==> src/design/agen_pkg.sv <==
// address generation package
// operand kinds, size codes, segment indices and the structs that
// carry an instruction into and out of the stage
package agen_pkg;

    localparam int NUM_REGS  = 8;
    localparam int SEG_SHIFT = 4;

    typedef enum logic [2:0] {
        kind_none      = 3'd0,
        kind_register  = 3'd1,
        kind_segment   = 3'd2,
        kind_mmx       = 3'd3,
        kind_modrm     = 3'd4,
        kind_immediate = 3'd5,
        kind_memory    = 3'd6,
        kind_system    = 3'd7
    } operand_kind_e;

    // unlisted codes read as zero
    typedef enum logic [2:0] {
        size_byte  = 3'd1,
        size_word  = 3'd2,
        size_dword = 3'd3,
        size_mmx   = 3'd5
    } op_size_e;

    typedef enum logic [2:0] {
        seg_es = 3'd0,
        seg_cs = 3'd1,
        seg_ss = 3'd2,
        seg_ds = 3'd3,
        seg_fs = 3'd4,
        seg_gs = 3'd5
    } seg_index_e;

    // gpr order is eax ecx edx ebx esp ebp esi edi
    typedef struct packed {
        logic [NUM_REGS-1:0][31:0] gpr;
        logic [5:0][15:0]          seg;
        logic [NUM_REGS-1:0][63:0] mmx;
    } reg_state_t;

    typedef struct packed {
        op_size_e      size;
        logic          set_d_flag;
        logic          clear_d_flag;
        operand_kind_e op0;
        operand_kind_e op1;
        logic [2:0]    op0_reg;
        logic [2:0]    op1_reg;
        logic [47:0]   imm;
        logic [3:0]    alu_op;
        logic [2:0]    flag_0;
        logic [2:0]    flag_1;
        logic [1:0]    stack_op;
        logic [31:0]   stack_address;
        seg_index_e    seg_override;
        logic          seg_override_valid;
        logic [31:0]   pc;
        logic          branch_taken;
        logic [15:0]   opcode;
    } agen_in_t;

    typedef struct packed {
        op_size_e    size;
        logic        set_d_flag;
        logic        clear_d_flag;
        logic [63:0] op0;
        logic [63:0] op1;
        logic [2:0]  op0_reg;
        logic [2:0]  op1_reg;
        logic        op0_is_reg;
        logic        op0_is_segment;
        logic        op0_is_mmx;
        logic        op1_is_address;
        logic [47:0] imm;
        logic [3:0]  alu_op;
        logic [2:0]  flag_0;
        logic [2:0]  flag_1;
        logic [1:0]  stack_op;
        logic [31:0] stack_address;
        logic [31:0] pc;
        logic        branch_taken;
        logic [15:0] opcode;
        logic        to_sys_controller;
    } agen_out_t;

    // one zero-extended view per register index
    typedef logic [NUM_REGS-1:0][63:0] gpr_view_t;

endpackage

==> src/design/reg_size_select.sv <==
// register size selector
// builds the eight register views at the width picked by the operand size,
// shared by both operand selectors
module reg_size_select (
    input  agen_pkg::op_size_e   size,
    input  agen_pkg::reg_state_t regs,
    output agen_pkg::gpr_view_t  views
);
    import agen_pkg::*;

    always_comb begin
        for (int i = 0; i < NUM_REGS; i++) begin
            case (size)
                size_byte: begin
                    // indices 4..7 map to ah ch dh bh
                    if (i < 4) begin
                        views[i] = {56'd0, regs.gpr[i][7:0]};
                    end else begin
                        views[i] = {56'd0, regs.gpr[i % 4][15:8]};
                    end
                end
                size_word: begin
                    views[i] = {48'd0, regs.gpr[i][15:0]};
                end
                size_dword: begin
                    views[i] = {32'd0, regs.gpr[i]};
                end
                size_mmx: begin
                    views[i] = regs.mmx[i];
                end
                default: begin
                    views[i] = '0;
                end
            endcase
        end
    end

endmodule

==> src/design/operand_select.sv <==
// operand selector
// picks one 64-bit operand from its kind: register view, segment, mmx,
// immediate or string memory address
module operand_select #(
    // 0 for the destination (es:edi), 1 for the source (ds or override:esi)
    parameter bit IS_SOURCE = 1'b0
) (
    input  agen_pkg::operand_kind_e kind,
    input  logic [2:0]              reg_idx,
    input  logic [47:0]             imm,
    input  agen_pkg::seg_index_e    seg_override,
    input  logic                    seg_override_valid,
    input  agen_pkg::gpr_view_t     views,
    input  agen_pkg::reg_state_t    regs,
    output logic [63:0]             operand,
    output logic                    is_address
);
    import agen_pkg::*;

    localparam int ESI_IDX = 6;
    localparam int EDI_IDX = 7;

    logic [15:0] seg_value;
    logic [15:0] str_seg;
    logic [31:0] str_index;
    logic [31:0] str_addr;

    // codes 6 and 7 have no segment register behind them
    function automatic logic [15:0] seg_read(
        input reg_state_t state,
        input logic [2:0] idx
    );
        return (idx < 3'd6) ? state.seg[idx] : 16'd0;
    endfunction

    assign seg_value = seg_read(regs, reg_idx);

    // destination strings always go through es
    assign str_seg = !IS_SOURCE ? regs.seg[seg_es] :
                     seg_override_valid ? seg_read(regs, seg_override) :
                     regs.seg[seg_ds];

    assign str_index = IS_SOURCE ? regs.gpr[ESI_IDX] : regs.gpr[EDI_IDX];

    // real-mode style linear address, wraps at 32 bits
    assign str_addr = ({16'd0, str_seg} << SEG_SHIFT) + str_index;

    always_comb begin
        case (kind)
            kind_register: begin
                operand = views[reg_idx];
            end
            kind_segment: begin
                operand = {48'd0, seg_value};
            end
            kind_mmx: begin
                // full width whatever the size field says
                operand = regs.mmx[reg_idx];
            end
            kind_immediate: begin
                operand = {16'd0, imm};
            end
            kind_memory: begin
                operand = {32'd0, str_addr};
            end
            kind_none, kind_modrm, kind_system: begin
                operand = '0;
            end
            default: begin
                operand = '0;
            end
        endcase
    end

    // only the source side is read from memory later
    assign is_address = IS_SOURCE && (kind == kind_memory);

endmodule

==> src/design/agen_payload_build.sv <==
// address generation payload builder
// forms op0 and op1, applies the stack pop override, derives the op0 flags
// and copies the pass-through fields toward the memory read stage
module agen_payload_build (
    input  agen_pkg::agen_in_t   instr,
    input  agen_pkg::reg_state_t regs,
    output agen_pkg::agen_out_t  payload
);
    import agen_pkg::*;

    gpr_view_t   views;
    logic [63:0] op0_value;
    logic [63:0] op1_value;
    logic        op1_is_addr;

    reg_size_select u_reg_size_select (
        .size  (instr.size),
        .regs  (regs),
        .views (views)
    );

    operand_select #(
        .IS_SOURCE(1'b0)
    ) u_op0_select (
        .kind               (instr.op0),
        .reg_idx            (instr.op0_reg),
        .imm                (instr.imm),
        .seg_override       (instr.seg_override),
        .seg_override_valid (instr.seg_override_valid),
        .views              (views),
        .regs               (regs),
        .operand            (op0_value),
        .is_address         ()
    );

    operand_select #(
        .IS_SOURCE(1'b1)
    ) u_op1_select (
        .kind               (instr.op1),
        .reg_idx            (instr.op1_reg),
        .imm                (instr.imm),
        .seg_override       (instr.seg_override),
        .seg_override_valid (instr.seg_override_valid),
        .views              (views),
        .regs               (regs),
        .operand            (op1_value),
        .is_address         (op1_is_addr)
    );

    always_comb begin
        payload.size              = instr.size;
        payload.set_d_flag        = instr.set_d_flag;
        payload.clear_d_flag      = instr.clear_d_flag;
        payload.op0               = op0_value;
        // pops read from the stack slot instead of the decoded source
        payload.op1               = instr.stack_op[1] ? {32'd0, instr.stack_address}
                                                      : op1_value;
        payload.op0_reg           = instr.op0_reg;
        payload.op1_reg           = instr.op1_reg;
        payload.op0_is_reg        = (instr.op0 == kind_register);
        payload.op0_is_segment    = (instr.op0 == kind_segment);
        payload.op0_is_mmx        = (instr.size == size_mmx);
        payload.op1_is_address    = op1_is_addr | instr.stack_op[1];
        payload.imm               = instr.imm;
        payload.alu_op            = instr.alu_op;
        payload.flag_0            = instr.flag_0;
        payload.flag_1            = instr.flag_1;
        payload.stack_op          = instr.stack_op;
        payload.stack_address     = instr.stack_address;
        payload.pc                = instr.pc;
        payload.branch_taken      = instr.branch_taken;
        payload.opcode            = instr.opcode;
        payload.to_sys_controller = (instr.op0 == kind_system);
    end

endmodule

==> src/design/pipe_stage.sv <==
// one-entry valid/ready pipe register
// accepts when empty or when the consumer drains the current entry,
// flush drops whatever is held
module pipe_stage (
    input  logic                clk,
    input  logic                reset,
    input  logic                flush,
    input  logic                in_valid,
    output logic                in_ready,
    input  agen_pkg::agen_out_t in_data,
    output logic                out_valid,
    input  logic                out_ready,
    output agen_pkg::agen_out_t out_data
);
    import agen_pkg::*;

    logic      valid_q;
    agen_out_t data_q;

    assign in_ready = !valid_q || out_ready;

    // flush wins over an arriving transfer
    always_ff @(posedge clk) begin
        if (reset || flush) begin
            valid_q <= 1'b0;
        end else if (in_ready) begin
            valid_q <= in_valid;
        end
    end

    always_ff @(posedge clk) begin
        if (in_valid && in_ready) begin
            data_q <= in_data;
        end
    end

    assign out_valid = valid_q;
    assign out_data  = data_q;

endmodule

==> src/design/address_generation_top.sv <==
// address generation stage
// builds both operands from the decoded instruction and register snapshot
// and registers them toward the memory read stage
module address_generation_top (
    input  logic                 clk,
    input  logic                 reset,
    input  logic                 flush,
    input  logic                 r_valid,
    output logic                 r_ready,
    input  agen_pkg::agen_in_t   r_instr,
    input  agen_pkg::reg_state_t r_regs,
    output logic                 a_valid,
    input  logic                 a_ready,
    output agen_pkg::agen_out_t  a_data
);
    import agen_pkg::*;

    agen_out_t payload;

    agen_payload_build u_payload_build (
        .instr   (r_instr),
        .regs    (r_regs),
        .payload (payload)
    );

    pipe_stage u_pipe_stage (
        .clk       (clk),
        .reset     (reset),
        .flush     (flush),
        .in_valid  (r_valid),
        .in_ready  (r_ready),
        .in_data   (payload),
        .out_valid (a_valid),
        .out_ready (a_ready),
        .out_data  (a_data)
    );

endmodule

==> config.mk <==
export PLATFORM = sky130hd
export DESIGN_NAME = address_generation_top
export DESIGN_NICKNAME = d
export VERILOG_FILES = /design/src/design/agen_pkg.sv /design/src/design/reg_size_select.sv /design/src/design/operand_select.sv /design/src/design/agen_payload_build.sv /design/src/design/pipe_stage.sv /design/src/design/address_generation_top.sv
export SDC_FILE = /design/constraint.sdc
export NUM_CORES = 1
export LEC_CHECK = 0
export BUFFER_PORTS_ARGS = -buffer_cell sky130_fd_sc_hd__buf_2
export CAP_MARGIN = 30
export CORE_AREA = 2 2 506 508
export CTS_BUF_LIST = sky130_fd_sc_hd__clkbuf_8
export CTS_CLUSTER_SIZE = 12
export DETAILED_ROUTE_END_ITERATION = 16
export DIE_AREA = 0 0 508 510
export GPL_ROUTABILITY_DRIVEN = 0
export PLACE_DENSITY = 0.44
export REMOVE_ABC_BUFFERS = 1
export SLEW_MARGIN = 20
export SYNTH_ARGS = -nofsm -noshare
export SYNTH_HDL_FRONTEND = slang
export SYNTH_HIERARCHICAL = 1
export SYNTH_SLANG_ARGS = --single-unit
==> constraint.sdc <==
create_clock -name clk -period 6.45 [get_ports clk]
set_input_delay 0.645 -clock clk [delete_from_list [all_inputs] [get_ports clk]]
set_output_delay 0.645 -clock clk [all_outputs]
set_load 0.01 [all_outputs]
# Word-level counts from Yosys, hierarchy flattened
# Cells that the tools add are included.
word_totals:
  input_bits: 1031
  ff_bits: 286
  output_inout_bits: 287
  word_cells: 87
classes:
  eq_ne: 18
  reduce_logical: 8
  muxes: 29
  n_addsub: 2
  bitwise: 1
  order_cmp: 6
op_table:
  columns: ["operator", "count"]
  rows:
  - ["64-bit case mux with 4 select lines", 8]
  - ["64-bit binary-select mux with 3-bit select", 4]
  - ["64-bit case mux with 6 select lines", 2]
  - ["64-bit 2-to-1 mux", 4]
  - ["16-bit binary-select mux with 3-bit select", 3]
  - ["16-bit 2-to-1 mux", 7]
  - ["20-bit by 32-bit adder with 32-bit output", 2]
  - ["32-bit 2-to-1 mux", 1]
  - ["3-bit == test (second input constant)", 9]
  - ["3-bit by 2-bit == test with 1-bit output (second input constant)", 6]
  - ["3-bit by 4-bit less-than comparator with 1-bit output (second input constant)", 3]
  - ["3-bit by 1-bit == test with 1-bit output (second input constant)", 3]
  - ["3-bit less-than comparator (second input constant)", 3]
  - ["3-bit logical NOT", 2]
  - ["3-bit OR reduction", 2]
  - ["1-bit logical OR", 2]
  - ["1-bit logical AND", 1]
  - ["1-bit logical NOT", 1]
  - ["1-bit bitwise OR", 1]

# Depth between registers and ports, before layout
# Gate-level depths: netlist of the first run.
depth:
  depth_word: 7
  ltp_mapped: 16
  mapped_depth_nobuf: 15

# Modules after synthesis
# Netlist of the first run, hierarchy kept.
modules_own_cells:
  columns: ["mod", "seq_area_each_um2", "cells_each", "n_inst", "area_per_inst_um2"]
  rows:
  - ["operand_select at u_payload_build.u_op1_select", 0.0, 1102, 1, 11710.0]
  - ["operand_select at u_payload_build.u_op0_select", 0.0, 946, 1, 10566.4]
  - ["pipe_stage", 8578.2, 290, 1, 8615.8]
  - ["reg_size_select", 0.0, 950, 1, 6730.2]
  - ["agen_payload_build", 0.0, 228, 1, 1855.5]

# Least setup slack after synthesis of the first run
# No wires, ideal clock.
synth_timing:
  path_kind: "input-to-reg"
  start: "input port a_ready"
  end: "register u_pipe_stage.data_q (netlist bit u_pipe_stage/out_data[0]), enable pin"
  arrival_ns: 4.200
  stages: 2
  t_required_ns: 5.923
  n_path_buf: 0
  setup_ns: 0.527
  setup_slack_ns: 1.723
  cell_sequence: "nand2b_4 and2_2"
synth_via:
  elab_chain_cells: 2
synth_rtl:
  columns: ["element", "line_no", "text"]
  rows:
  - ["start: declaration", "address_generation_top.sv:13", "input logic a_ready,"]
  - ["1-bit logical OR", "pipe_stage.sv:20", "assign in_ready = !valid_q || out_ready;"]
  - ["1-bit logical AND", "pipe_stage.sv:32", "if (in_valid && in_ready) begin"]
  - ["end signal: assignment", "pipe_stage.sv:33", "data_q <= in_data;"]
  - ["end: declaration", "pipe_stage.sv:18", "agen_out_t data_q;"]
# No other way between the ends.
# A chain may end at the register's enable or synchronous reset.

==> impl_metrics.env, run 1 <==
export IMPL_remaining_drc_errors=0
export IMPL_slew_headroom=0.318
export IMPL_cts_root_buf="clkbuf_8"
export IMPL_min_period_ns=4.60
export IMPL_ios=1318
export IMPL_grt_pass1_wl_um=388000
export IMPL_grt_total_usage=0.226
export IMPL_post_cts_buffers=0
export IMPL_yosysWarnings=6
export IMPL_antenna_found_initial=354
export IMPL_met2WireLength_um=138000
export IMPL_grt_pass1_vias=38638
export IMPL_grt_max_degree=193
export IMPL_viasPerCell=4.94
export IMPL_r2r_start="u_pipe_stage/out_valid"
export IMPL_cp_cell_sequence="buf_2 > clkinv_1 > nor2_4 > a22oi_1 > a21oi_1 > ha_1 > inv_1 > fa_1 > nand2b_1 > a21oi_1 > o21ai_0 > a21oi_1 > a41oi_1 > or4_1 > nand3_1 > mux2_4"
export IMPL_postLayoutSetupSlackWorst_ns=1.85
export IMPL_cpMostUsedCell="a21oi_1"
export IMPL_arrival_ns=5.28
export IMPL_wl_um=306000
export IMPL_die_area_mm2=0.259
export IMPL_drt_met1_wl_um=121000
export IMPL_dp_slack_ns=1.06
export IMPL_status="complete, no violations"
export IMPL_clk_latency_ns=0.82
export IMPL_skew_ns=0.0388
export IMPL_routed_via_count=40100
export IMPL_cap_violations=0
export IMPL_std_cell_rows=185
export IMPL_drt_pre_antenna_iters=6
export IMPL_critical_path_top_delay_family="simple AND/OR/NAND/NOR gates"
export IMPL_crit_path_max_incr_delay_ns=0.77
export IMPL_max_vdd_ir_drop_mv=0.116
export IMPL_rsz0062_at_grt="no"
export IMPL_h_tree_depth=3
export IMPL_ff2ff_setup_slack_ns=4.07
export IMPL_powerDensity_mw_per_mm2=153
export IMPL_overflow=0
export IMPL_synth_avg_cell_area_um2=11.2
export IMPL_tns_ns=0
export IMPL_critPathRequiredTime_ns=7.12
export IMPL_startpoint="r_instr[52]"
export IMPL_hold_viol=0
export IMPL_areaGrowthSynthToFinish_pct=29.7
export IMPL_cts_sinks=286
export IMPL_syn_area_mm2=0.0395
export IMPL_synth_cells=3514
export IMPL_hp_class="primary input to flop"
export IMPL_cp_start_kind="primary input"
export IMPL_finalCritPeriodShare=0.714
export IMPL_setup_viol=0
export IMPL_met3_length_um=33300
export IMPL_crit_fanout=17
export IMPL_clk_pin_slew_ns=0.06
export IMPL_fmax_mhz=217
export IMPL_finalMaxSlewViolations=0
export IMPL_die_w_um=508
export IMPL_die_y_um=510
export IMPL_port_buffers=1317
export IMPL_dp_hpwl_um=249000
export IMPL_route_top_layer_used="met5"
export IMPL_crit_type="primary input to flop"
export IMPL_clock_path_buffers=3
export IMPL_coreArea_mm2=0.253
export IMPL_drt_initial_drc_count=4157
export IMPL_initial_core_util=0.156
export IMPL_path_buf_inv=3
export IMPL_worst_pin_slew_ns=1.01
export IMPL_cts_tree="done"
export IMPL_cts_buffers=70
export IMPL_leakage_uw=0.0192
export IMPL_layout_nets=5611
export IMPL_critPathSlowestCell="nor2_4"
export IMPL_detail_route_antenna_nets=0
export IMPL_drive_gt1_frac=0.475
export IMPL_wl_per_cell_um=37.8
export IMPL_min_from="r_instr[120]"
export IMPL_post_route_util=0.202
export IMPL_end_kind="flop"
[metal layers]
| metal | vias up | track usage |
|---|---|---|
| met5 | - | 0 |
| met4 | 166 | 0.0904 |
| met3 | 699 | 0.0822 |
| met2 | 2659 | 0.356 |
| met1 | 20190 | 0.278 |
| li1 | 16386 | - |
[path summary, 6_finish.rpt]
| path | end | cells past startpoint |
|---|---|---|
| max | u_pipe_stage/out_data[182] | 16 |
| min | u_pipe_stage/out_data[117] | 1 |
| max reg2reg | u_pipe_stage/out_data[179] | 3 |
| min reg2reg | u_pipe_stage/out_data[24] | 2 |
[cell type report]
type	count	area, µm²
fillers	27916	202000
multi-input cells	2649	27900
repair buffers	1508	8630
flip-flops and latches	286	8580
well taps	3366	4210
clock buffers	72	991
clock inverters	54	377
diodes	148	370
inverters	29	109
[repair_timing]
item	4_1_cts	5_1_grt
hold buffers	97	0
resized for setup	0	0
endpoints found under the hold margin	96	0
[metrics by stage]
stage / hold WS [ns] / cell area (µm²) / total power, µW / instances
4_1_cts: 0.000195 / 50800 / 7960 / 7962
2_1_floorplan: 0.547 / 36500 / 3660 / 2964
6_report: 0.108 / 51200 / 7810 / 8112
3_3_place_gp: 0.614 / 48400 / 5350 / 7738
5_1_grt: 0.0272 / 51000 / 8160 / 8036
3_5_place_dp: 0.627 / 48400 / 5380 / 7739
[report_power, final]
part / total [µW] / switching [µW] / internal [µW]
sequential: 2250 / 45.4 / 2200
combinational: 3150 / 1820 / 1330
clock: 2420 / 1210 / 1210
[sequential cells by signal, indices dropped and copies added, names as in the netlist]
| name | count |
|---|---|
| u_pipe_stage/out_valid | 1 |
| u_pipe_stage/out_data | 285 |
[cell usage in the layout, fill, tap and decap left out, types with 17 or more instances in the layout]
| cell type | instances |
|---|---|
| dlygate4sd3_1 | 97 |
| a221o_1 | 32 |
| mux2i_1 | 268 |
| o22ai_1 | 60 |
| inv_1 | 43 |
| o211ai_1 | 21 |
| clkbuf_8 | 72 |
| a21oi_1 | 180 |
| a22o_1 | 38 |
| nor2b_1 | 39 |
| buf_4 | 75 |
| o21ai_0 | 62 |
| and2_1 | 262 |
| diode_2 | 148 |
| nand3b_1 | 258 |
| buf_2 | 1305 |
| nor4bb_1 | 28 |
| mux4_2 | 537 |
| nand2_1 | 89 |
| a32o_1 | 67 |
| o21ai_1 | 31 |
| ha_1 | 34 |
| nand2b_1 | 17 |
| edfxtp_1 | 285 |
| mux2_2 | 73 |
| a221oi_1 | 41 |
| mux2_4 | 17 |
| a22oi_1 | 26 |
| nand3_1 | 26 |
| a21boi_0 | 138 |
| buf_12 | 21 |
| nor2_1 | 105 |
No activity file was read; power rests on OpenSTA's default activity.
==> run 2, diff against run 1 <==
==> constraint.sdc (replaced) <==
create_clock -name clk -period 4.75 [get_ports clk]
set_input_delay 0.475 -clock clk [delete_from_list [all_inputs] [get_ports clk]]
set_output_delay 0.475 -clock clk [all_outputs]
set_load 0.01 [all_outputs]
==> run 2 against run 1 <==
Effect of this change:
- first-iteration DRC count down 7.5%
- largest cell class unchanged
- sequential share of layout area down 0.41 points
- highest routed layer unchanged
- final cell count increased by 1.6%
- die area did not move
- clock skew decreased by 0.0030 ns
- critical path depth shrank 1
- setup slack got worse by 1.3 ns
- clock power up 47%
- design area rose by 2.5%
- count of clock-buffer cells in the layout up 3
- global-route usage rose by 0.35 points
- critical endpoint is now u_pipe_stage/out_data[181]
- routed wire length increased by 1.4%
==> impl_metrics.env, run 2 (synthesized netlist as in run 1, its figures left out) <==
export IMPL_ff2ff_setup_slack_ns=2.57
export IMPL_fmax_mhz=241
export IMPL_grt_max_degree=106
export IMPL_die_y_um=510
export IMPL_clk_latency_ns=0.84
export IMPL_leakage_uw=0.0199
export IMPL_max_vdd_ir_drop_mv=0.173
export IMPL_skew_ns=0.0359
export IMPL_post_cts_buffers=0
export IMPL_drt_pre_antenna_iters=7
export IMPL_hold_viol=0
export IMPL_holdPathEnd="u_pipe_stage/out_data[240]"
export IMPL_mostFrequentLayoutCell="buf_2"
export IMPL_viasPerCell=4.94
export IMPL_arrival_ns=4.74
export IMPL_cts_root_buf="clkbuf_8"
export IMPL_die_w_um=508
export IMPL_ios=1318
export IMPL_min_path_cells=4
export IMPL_clk_pin_slew_ns=0.06
export IMPL_finalCritPeriodShare=0.875
export IMPL_hp_class="primary input to flop"
export IMPL_antenna_found_initial=359
export IMPL_drive_gt1_frac=0.476
export IMPL_cts_buffers=74
export IMPL_port_buffers=1317
export IMPL_cp_start_kind="primary input"
export IMPL_overflow=0
export IMPL_cts_resized=0
export IMPL_end_kind="flop"
export IMPL_cap_violations=0
export IMPL_multi_input_area_mm2=0.0279
export IMPL_grt_pass1_vias=39900
export IMPL_areaGrowthSynthToFinish_pct=32.9
export IMPL_min_period_ns=4.16
export IMPL_crit_type="primary input to flop"
export IMPL_critPathRequiredTime_ns=5.33
export IMPL_dp_hpwl_um=254000
export IMPL_tns_ns=0
export IMPL_slew_headroom=0.275
export IMPL_h_tree_depth=3
export IMPL_r2r_cells=3
export IMPL_setup_viol=0
export IMPL_wl_um=311000
export IMPL_status="complete, no violations"
export IMPL_routed_via_count=40759
export IMPL_post_route_util=0.207
export IMPL_r2r_end="u_pipe_stage/out_data[220]"
export IMPL_grt_pass1_wl_um=394000
export IMPL_cts_tree="done"
export IMPL_rsz0062_at_grt="no"
export IMPL_coreArea_mm2=0.253
export IMPL_wl_per_cell_um=37.7
export IMPL_layout_nets=5736
export IMPL_worst_pin_slew_ns=1.08
export IMPL_initial_core_util=0.156
export IMPL_largest_reg_flops=285
export IMPL_register_area_mm2=0.00858
export IMPL_remaining_drc_errors=0
export IMPL_clock_path_buffers=3
export IMPL_finalMaxSlewViolations=0
export IMPL_final_cell_mix="buf_2, mux4_2, edfxtp_1"
export IMPL_cts_sinks=286
export IMPL_nFillCells=27813
export IMPL_min_from="r_regs[855]"
export IMPL_r2r_start="u_pipe_stage/out_valid"
export IMPL_drt_initial_drc_count=3847
export IMPL_crit_fanout=13
export IMPL_die_area_mm2=0.259
export IMPL_detail_route_antenna_nets=0
export IMPL_grt_total_usage=0.229
export IMPL_p_total_uw=11000
export IMPL_hold_buffers=151
export IMPL_std_cell_rows=185
export IMPL_powerDensity_mw_per_mm2=209
[run 2: cell count changes in the layout (fill, tap and decap cells not counted), moves of 2 or more]
cell | previous run | this run
buf_4 | 75 | 133
dlygate4sd3_1 | 97 | 151
buf_12 | 21 | 29
clkinv_1 | 12 | 19
clkinv_2 | 13 | 8
diode_2 | 148 | 153
bufinv_16 | 4 | 7
clkbuf_8 | 72 | 75
clkinv_4 | 1 | 3
clkinvlp_4 | 4 | 2
inv_1 | 43 | 41
[run 2: how the worst max path moves through the flow]
| stage | startpoint | to | cells past startpoint |
|---|---|---|---|
| finish | r_instr[51] | u_pipe_stage/out_data[181] | 15 |
| global route | r_instr[51] | u_pipe_stage/out_data[181] | 15 |
| CTS | r_instr[51] | u_pipe_stage/out_data[181] | 15 |
| detailed placement | r_instr[51] | u_pipe_stage/out_data[181] | 15 |
| global placement | r_instr[51] | u_pipe_stage/out_data[181] | 15 |
| floorplan | r_instr[160] | u_pipe_stage/out_data[216] | 6 |
[run 2: where the power goes]
group | switching [µW] | leakage (µW) | internal, µW | total [µW]
registers | 60.3 | 0.00282 | 2990 | 3050
logic | 2510 | 0.0163 | 1880 | 4380
clock network | 1700 | 0.000804 | 1850 | 3550
[run 2: area by class of cell]
class                   instances  share of cell area
multi-input cells            2649               0.532
flip-flops and latches        286               0.164
diodes                        153             0.00730
clock inverters                56             0.00851
repair buffers               1629               0.186
clock buffers                  75              0.0197
inverters                      29             0.00208
well taps                    3366              0.0803
[run 2: per-stage QoR]
step / setup slack (ns) / std cells / hold slack (ns) / area (µm²)
2_1_floorplan: -0.930 / 2964 / 0.540 / 36500
3_3_place_gp: -0.102 / 7806 / 0.608 / 49000
3_5_place_dp: -0.112 / 7807 / 0.620 / 49100
4_1_cts: 0.866 / 8089 / 0.00661 / 52100
5_1_grt: 0.603 / 8175 / 0.121 / 52300
6_report: 0.593 / 8243 / 0.140 / 52500
[run 2: routing by layer]
layer,global-route usage,part of all wire
met2,0.365,0.45
met4,0.0953,0.045
met3,0.0833,0.11
met5,0,0.0036
met1,0.279,0.39
[run 2: critical path: stages]
cell and delay, ns:
buf_2 0.49, buf_4 0.28, mux4_2 0.30, a22oi_1 0.21
a21oi_1 0.20, ha_1 0.40, a21oi_1 0.23, o211ai_1 0.18
a2111oi_2 0.45, or2_2 0.23, o21ai_0 0.09, o21ai_0 0.58
buf_4 0.22, o211ai_1 0.09, mux2_4 0.28
